## src/hw/rvDecodePkg.sv

```systemverilog
`default_nettype none

package rvDecodePkg;

    localparam int wordWidth = 32;
    localparam int regAddrWidth = 5;
    localparam int numRegs = 32;

    // RV32I major opcodes handled by the decoder.
    typedef enum logic [6:0] {
        opLoad   = 7'b0000011,
        opStore  = 7'b0100011,
        opRType  = 7'b0110011,
        opIType  = 7'b0010011,
        opBranch = 7'b1100011,
        opJal    = 7'b1101111
    } opcodeE;

    typedef enum logic [1:0] {
        immI = 2'b00,
        immS = 2'b01,
        immB = 2'b10,
        immJ = 2'b11
    } immSrcE;

    // Selects what the writeback stage returns to the register file.
    typedef enum logic [1:0] {
        resAlu     = 2'b00,
        resMem     = 2'b01,
        resPcPlus4 = 2'b10
    } resultSrcE;

    // Encoding follows the execute-stage ALU.
    typedef enum logic [2:0] {
        aluAdd = 3'b000,
        aluSub = 3'b001,
        aluAnd = 3'b010,
        aluOr  = 3'b011,
        aluSlt = 3'b101
    } aluControlE;

    typedef struct packed {
        logic       regWrite;
        logic       memWrite;
        logic       jump;
        logic       branch;
        logic       aluSrc;
        resultSrcE  resultSrc;
        aluControlE aluControl;
    } ctrlT;

    // Write port driven by the writeback stage.
    typedef struct packed {
        logic                    regWrite;
        logic [regAddrWidth-1:0] rd;
        logic [wordWidth-1:0]    result;
    } wbT;

    // Decode to execute pipeline register contents.
    typedef struct packed {
        logic [wordWidth-1:0]    rd1;
        logic [wordWidth-1:0]    rd2;
        logic [wordWidth-1:0]    pc;
        logic [wordWidth-1:0]    pcPlus4;
        logic [regAddrWidth-1:0] rs1;
        logic [regAddrWidth-1:0] rs2;
        logic [regAddrWidth-1:0] rd;
        logic [wordWidth-1:0]    immExt;
        ctrlT                    ctrl;
    } execBundleT;

endpackage

`default_nettype wire

```

## src/hw/controlUnit.sv

```systemverilog
`timescale 1ns/1ps
`default_nettype none

module controlUnit import rvDecodePkg::*; (
    input  opcodeE     opcode,
    input  logic [2:0] funct3,
    input  logic       funct7b5,
    output ctrlT       ctrl,
    output immSrcE     immSrc
);

    // Operation class passed from the main decoder to the ALU decoder.
    typedef enum logic [1:0] {
        aluOpAdd   = 2'b00,
        aluOpSub   = 2'b01,
        aluOpRType = 2'b10,
        aluOpIType = 2'b11
    } aluOpE;

    aluOpE aluOp;

    // Main decoder.
    always_comb begin
        ctrl.regWrite = 1'b0;
        ctrl.memWrite = 1'b0;
        ctrl.jump = 1'b0;
        ctrl.branch = 1'b0;
        ctrl.aluSrc = 1'b0;
        ctrl.resultSrc = resAlu;
        immSrc = immI;
        aluOp = aluOpAdd;
        case (opcode)
            opLoad: begin
                ctrl.regWrite = 1'b1;
                ctrl.aluSrc = 1'b1;
                ctrl.resultSrc = resMem;
            end
            opStore: begin
                ctrl.memWrite = 1'b1;
                ctrl.aluSrc = 1'b1;
                immSrc = immS;
            end
            opRType: begin
                ctrl.regWrite = 1'b1;
                aluOp = aluOpRType;
            end
            opIType: begin
                ctrl.regWrite = 1'b1;
                ctrl.aluSrc = 1'b1;
                aluOp = aluOpIType;
            end
            opBranch: begin
                ctrl.branch = 1'b1;
                immSrc = immB;
                aluOp = aluOpSub;
            end
            opJal: begin
                ctrl.regWrite = 1'b1;
                ctrl.jump = 1'b1;
                ctrl.resultSrc = resPcPlus4;
                immSrc = immJ;
            end
            default: begin
                // Bubble.
                aluOp = aluOpAdd;
            end
        endcase
    end

    // ALU decoder.
    always_comb begin
        ctrl.aluControl = aluAdd;
        case (aluOp)
            aluOpAdd: begin
                ctrl.aluControl = aluAdd;
            end
            aluOpSub: begin
                ctrl.aluControl = aluSub;
            end
            default: begin
                case (funct3)
                    3'b000: begin
                        // Only R-type can subtract here, addi keeps imm[10] out of it.
                        if (aluOp == aluOpRType && funct7b5) begin
                            ctrl.aluControl = aluSub;
                        end else begin
                            ctrl.aluControl = aluAdd;
                        end
                    end
                    3'b010: begin
                        ctrl.aluControl = aluSlt;
                    end
                    3'b110: begin
                        ctrl.aluControl = aluOr;
                    end
                    3'b111: begin
                        ctrl.aluControl = aluAnd;
                    end
                    default: begin
                        ctrl.aluControl = aluAdd;
                    end
                endcase
            end
        endcase
    end

endmodule

`default_nettype wire

```

## src/hw/decodeStage.sv

```systemverilog
`timescale 1ns/1ps
`default_nettype none

module decodeStage import rvDecodePkg::*; (
    input  logic                 clk,
    input  logic                 rst,
    input  logic [wordWidth-1:0] instr,
    input  logic [wordWidth-1:0] pc,
    input  logic [wordWidth-1:0] pcPlus4,
    input  wbT                   wb,
    output execBundleT           exec
);

    logic [regAddrWidth-1:0] rs1;
    logic [regAddrWidth-1:0] rs2;
    logic [regAddrWidth-1:0] rd;
    opcodeE                  opcode;

    ctrlT                 ctrl;
    immSrcE               immSrc;
    logic [wordWidth-1:0] immExt;
    logic [wordWidth-1:0] rd1;
    logic [wordWidth-1:0] rd2;
    execBundleT           execNext;

    // Instruction fields.
    assign opcode = opcodeE'(instr[6:0]);
    assign rd = instr[11:7];
    assign rs1 = instr[19:15];
    assign rs2 = instr[24:20];

    controlUnit uControl (
        .opcode   (opcode),
        .funct3   (instr[14:12]),
        .funct7b5 (instr[30]),
        .ctrl     (ctrl),
        .immSrc   (immSrc)
    );

    immExtender uImm (
        .instrBits (instr[31:7]),
        .immSrc    (immSrc),
        .immExt    (immExt)
    );

    registerFile uRegs (
        .clk (clk),
        .rst (rst),
        .rs1 (rs1),
        .rs2 (rs2),
        .wb  (wb),
        .rd1 (rd1),
        .rd2 (rd2)
    );

    always_comb begin
        execNext.rd1 = rd1;
        execNext.rd2 = rd2;
        execNext.pc = pc;
        execNext.pcPlus4 = pcPlus4;
        execNext.rs1 = rs1;
        execNext.rs2 = rs2;
        execNext.rd = rd;
        execNext.immExt = immExt;
        execNext.ctrl = ctrl;
    end

    // Decode to execute register, loads every cycle.
    // Reset leaves a bubble in execute.
    always_ff @(posedge clk or posedge rst) begin
        if (rst) begin
            exec <= '0;
        end else begin
            exec <= execNext;
        end
    end

endmodule

`default_nettype wire

```

## src/hw/immExtender.sv

```systemverilog
`timescale 1ns/1ps
`default_nettype none

module immExtender import rvDecodePkg::*; (
    input  logic [24:0]          instrBits,
    input  immSrcE               immSrc,
    output logic [wordWidth-1:0] immExt
);

    // instrBits[k] is instruction bit k+7.
    logic signBit;

    assign signBit = instrBits[24];

    always_comb begin
        case (immSrc)
            immI: begin
                immExt = {{20{signBit}}, instrBits[24:13]};
            end
            immS: begin
                immExt = {{20{signBit}}, instrBits[24:18], instrBits[4:0]};
            end
            immB: begin
                // imm[12|10:5|4:1|11], bit 0 is implied.
                immExt = {{20{signBit}}, instrBits[0], instrBits[23:18],
                          instrBits[4:1], 1'b0};
            end
            immJ: begin
                // imm[20|10:1|11|19:12].
                immExt = {{12{signBit}}, instrBits[12:5], instrBits[13],
                          instrBits[23:14], 1'b0};
            end
            default: begin
                immExt = '0;
            end
        endcase
    end

endmodule

`default_nettype wire

```

## src/hw/registerFile.sv

```systemverilog
`timescale 1ns/1ps
`default_nettype none

module registerFile import rvDecodePkg::*; (
    input  logic                    clk,
    input  logic                    rst,
    input  logic [regAddrWidth-1:0] rs1,
    input  logic [regAddrWidth-1:0] rs2,
    input  wbT                      wb,
    output logic [wordWidth-1:0]    rd1,
    output logic [wordWidth-1:0]    rd2
);

    // x0 has no storage.
    logic [wordWidth-1:0] regs [1:numRegs-1];

    // Read with write-to-read bypass.
    function automatic logic [wordWidth-1:0] readPort(
        input logic [regAddrWidth-1:0] addr
    );
        logic [wordWidth-1:0] value;
        if (addr == '0) begin
            value = '0;
        end else if (wb.regWrite && wb.rd == addr) begin
            value = wb.result;
        end else begin
            value = regs[addr];
        end
        return value;
    endfunction

    always_ff @(posedge clk or posedge rst) begin
        if (rst) begin
            for (int i = 1; i < numRegs; i++) begin
                regs[i] <= '0;
            end
        end else if (wb.regWrite && wb.rd != '0) begin
            regs[wb.rd] <= wb.result;
        end
    end

    always_comb begin
        rd1 = readPort(rs1);
        rd2 = readPort(rs2);
    end

endmodule

`default_nettype wire

```

## config.mk

```make
export PLATFORM = sky130hd
export DESIGN_NAME = decodeStage
export DESIGN_NICKNAME = d
export VERILOG_FILES = /design/src/hw/rvDecodePkg.sv /design/src/hw/controlUnit.sv /design/src/hw/decodeStage.sv /design/src/hw/immExtender.sv /design/src/hw/registerFile.sv
export SDC_FILE = /design/constraint.sdc
export NUM_CORES = 2
export LEC_CHECK = 0
export BUFFER_PORTS_ARGS = -buffer_cell sky130_fd_sc_hd__buf_2
export CORE_MARGIN = 5
export CORE_UTILIZATION = 55
export CTS_CLUSTER_SIZE = 24
export DETAILED_ROUTE_END_ITERATION = 10
export PLACE_DENSITY_LB_ADDON = 0.1
export SETUP_SLACK_MARGIN = 0.05
export SKIP_LAST_GASP = 1
export SLEW_MARGIN = 10
export SYNTH_ARGS = -nofsm -noshare
export SYNTH_HDL_FRONTEND = slang
export SYNTH_HIERARCHICAL = 1
export SYNTH_SLANG_ARGS = --single-unit
```

## constraint.sdc

```tcl
create_clock -name clk -period 81.7 [get_ports clk]
set_clock_uncertainty 0.2 [all_clocks]
set_input_delay 12.255 -clock clk [delete_from_list [all_inputs] [get_ports clk]]
set_output_delay 12.255 -clock clk [all_outputs]
set_load 0.02 [all_outputs]
```

==> flow_metrics.py <==
metrics = {
    "run_status": {
        "run_status": "finished, final reports clean",
    },
    "sta": {
        "worst_slew_pin_slew_ns": 1.27,
        "hold_viol": 0,
        "tns_ns": 0,
        "setup_viol": 0,
        "fin_crit_sh": 0.194,
        "finalMaxSlewViolations": 0,
        "rsz0062_at_grt": "false",
        "period_needed_ns": 15.85,
        "fmax_mhz": 63.1,
        "relSlewSlack": 0.153,
    },
    "synthesis": {
        "synthTopCellsByArea": "dfrtp_1 49%, mux2_2 21%, mux4_2 14%",
        "ys_async_sr_fraction": 1.00,
        "yosysUniqueCellTypes": 62,
        "yosys_warnings": 6,
        "syn_area_per_cell_sq_um": 14.8,
        "synth_cells": 4028,
        "synth-edff-count": 0,
        "synth-seq-cells": 1177,
        "synth_flop_cell": "dfrtp_1",
        "synth_top_area_frac": 0.493,
        "syn-cell-area_sq_um": 59700,
        "yosys.area.top_type": "dfrtp_1",
        "syn-num-nets": 4164,
        "ys_seq_area_frac": 0.493,
    },
    "setup_path": {
        "crit_arrival_ns": 16.34,
        "cp-start-kind": "input pin",
        "critPathTopFamily": "buffers and inverters",
        "path_max_fanout": 164,
        "critical_path_depth": 6,
        "critical_path_buf_inv_count": 6,
        "critPathSlowestCell": "buf_4",
        "cp-end-kind": "async pin",
        "cp_common_cell": "buf_4",
        "required_ns": 82.20,
        "reg2reg_depth": 4,
        "critPathKind": "in -> async",
        "cp_slowest_stage_delay_ns": 0.89,
        "crit_chain": "buf_2, inv_8, buf_12, buf_4, buf_4, buf_4",
    },
    "detailed_routing": {
        "postRouteAntennaNets": 0,
        "drt_wl_total_um": 187000,
        "drc": 0,
        "drtIter0Drc": 3936,
        "vias": 38887,
        "via_per_inst": 6.91,
        "wl_per_cell_um": 33.3,
        "dr.pass1.iters": 5,
    },
    "cts": {
        "root_buffer": "clkbuf_16",
        "hold_buffers": 0,
        "clkSlewWorstSetupHoldPaths_ns": 0.06,
        "cts_tree": "done",
        "ctsLongestPathBuffers": 3,
        "clock_sinks": 1177,
        "htreeDepth": 4,
        "insertion_delay_ns": 0.73,
        "post-cts-setup-buffers": 0,
        "cts_resized": 0,
        "numCtsBuffers": 132,
    },
    "grt": {
        "grt_pass1_vias": 39645,
        "track_usage": 0.323,
        "grt.overflow.total": 0,
        "met2_usage": 0.498,
        "grt_max_degree": 173,
        "grt_busiest_layer": "met2",
        "antenna_found_initial": 8,
        "grtUsageMet3": 0.0723,
        "grt_pass1_wl_um": 276000,
        "met1_usage": 0.458,
    },
    "pwr": {
        "irDropWorstVdd_v": 0.0000199,
        "p_leak_uw": 0.0292,
        "p_total_uw": 1680,
        "p_per_area_nw_per_um2": 25.4,
    },
    "place": {
        "hpwl_um": 106000,
        "dpl.cell_count": 5400,
        "port_buffers": 320,
        "routabilityCongestion": 0.825,
    },
    "cells_and_area": {
        "nFillCells": 8308,
        "drive_above_1_share": 0.512,
        "finalNetCount": 4267,
        "syn_to_final_growth_pct": 10.6,
        "final_cells": 5629,
    },
    "hold_path": {
        "worstHoldPathType": "reg -> reg",
        "hold-path-cell-count": 1,
    },
    "job": {
        "maxCapViolations": 0,
    },
    "floorplan": {
        "die_w_um": 339,
        "initial_core_util": 0.555,
        "die_area_sq_um": 115000,
        "core_area_sq_um": 108000,
        "die_y_um": 339,
        "num_rows": 120,
        "boundaryPins": 321,
    },
}
==> sequential cells by signal, summed over array words and instances, names as in the netlist <==
name and count:
uRegs/regs 992, exec 185
==> worst register-to-register path, stage by stage (launching register included) <==
cell,delay (ns)
dfrtp_1,0.39
mux4_2,0.47
mux2i_1,0.40
a211oi_1,0.15
o221a_1,0.24
==> power by group <==
part | internal (uW) | switching (uW)
Sequential | 688 | 76.4
Combinational | 181 | 135
Clock | 358 | 238
==> final cells by class <==
type / instances / area [sq um] / area share
inverter: 3 / 26.3 / 0.000398
sequential: 1177 / 29500 / 0.446
timing repair buffer: 410 / 2380 / 0.0361
clock buffer: 204 / 4130 / 0.0625
antenna: 2 / 5.00 / 0.0000758
multi-input combinational: 2407 / 28000 / 0.425
tap: 1403 / 1760 / 0.0266
clock inverter: 23 / 230 / 0.00349
==> layer usage <==
layer	part of all wire	wire, um	vias to the layer above
li1	-	-	15630
met1	0.42	77900	20882
met2	0.46	85900	1934
met3	0.086	16100	433
met4	0.039	7250	8
met5	0.00037	69	-
==> cells in the final DEF, fill, tap and decap left out, types with 36 or more instances in the layout <==
master / count
a21oi_1: 40
a221oi_1: 44
a22oi_1: 111
buf_2: 312
buf_4: 88
clkbuf_16: 141
clkbuf_8: 36
dfrtp_1: 1177
mux2_2: 1097
mux2i_1: 214
mux4_2: 367
nand2_1: 68
o211ai_1: 48
o221a_1: 36
==> synth_stat cells (4+ instances only) <==
master / count
dfrtp_1: 1177
or2_1: 8
o22a_1: 15
o211a_1: 19
nor3b_1: 22
o211ai_1: 48
nor3_1: 19
buf_1: 41
a221oi_1: 44
mux2i_1: 214
nand2b_1: 9
buf_4: 78
nand3b_1: 4
nor2b_1: 6
a21oi_1: 40
or2_2: 7
a21boi_0: 15
o221a_1: 36
buf_6: 36
nand2_1: 84
clkbuf_1: 159
mux2_1: 23
or3_1: 14
a31o_2: 9
a31oi_1: 19
nand3_1: 35
nor2_1: 35
mux4_2: 367
o21ai_0: 19
xor2_1: 8
nor2_4: 4
o22ai_1: 34
buf_2: 123
mux2_2: 1097
a22oi_1: 111
o221a_2: 9
==> cell families after synthesis <==
family,after synthesis,synth area share
multiplexers,1701,0.386
flip-flops,1177,0.493
buffers and inverters,444,0.0405
AO/OA/AOI/OAI,423,0.0548
AND/OR/NAND/NOR,272,0.0242
XOR/XNOR,11,0.00174
==> worst paths after layout <==
| kind | startpoint | slack [ns] | end |
|---|---|---|---|
| hold / removal | uRegs/regs[614]$_DFFE_PP0P_ | 0.31 | uRegs/regs[614]$_DFFE_PP0P_ |
| min in group asynchronous | rst | 11.45 | exec[111]$_DFF_PP0_ |
| hold reg to reg | uRegs/regs[614]$_DFFE_PP0P_ | 0.31 | uRegs/regs[614]$_DFFE_PP0P_ |
| setup / recovery | rst | 65.85 | uRegs/regs[411]$_DFFE_PP0P_ |
| setup reg to reg | uRegs/regs[287]$_DFFE_PP0P_ | 79.73 | exec[184]$_DFF_PP0_ |
| max in group clk | instr[20] | 66.02 | exec[127]$_DFF_PP0_ |
==> through the flow <==
stage	hold slack, ns	area, sq um	worst slack (ns)	utilization
5_1_grt	0.322	66000	65.27	0.614
3_3_place_gp	0.290	61700	65.08	0.574
6_report	0.313	66000	65.85	0.614
4_1_cts	0.313	66000	65.87	0.614
2_1_floorplan	0.270	59700	41.34	-
3_5_place_dp	0.292	61700	65.08	0.574
Note: power is estimated with default switching activity, not from simulation.
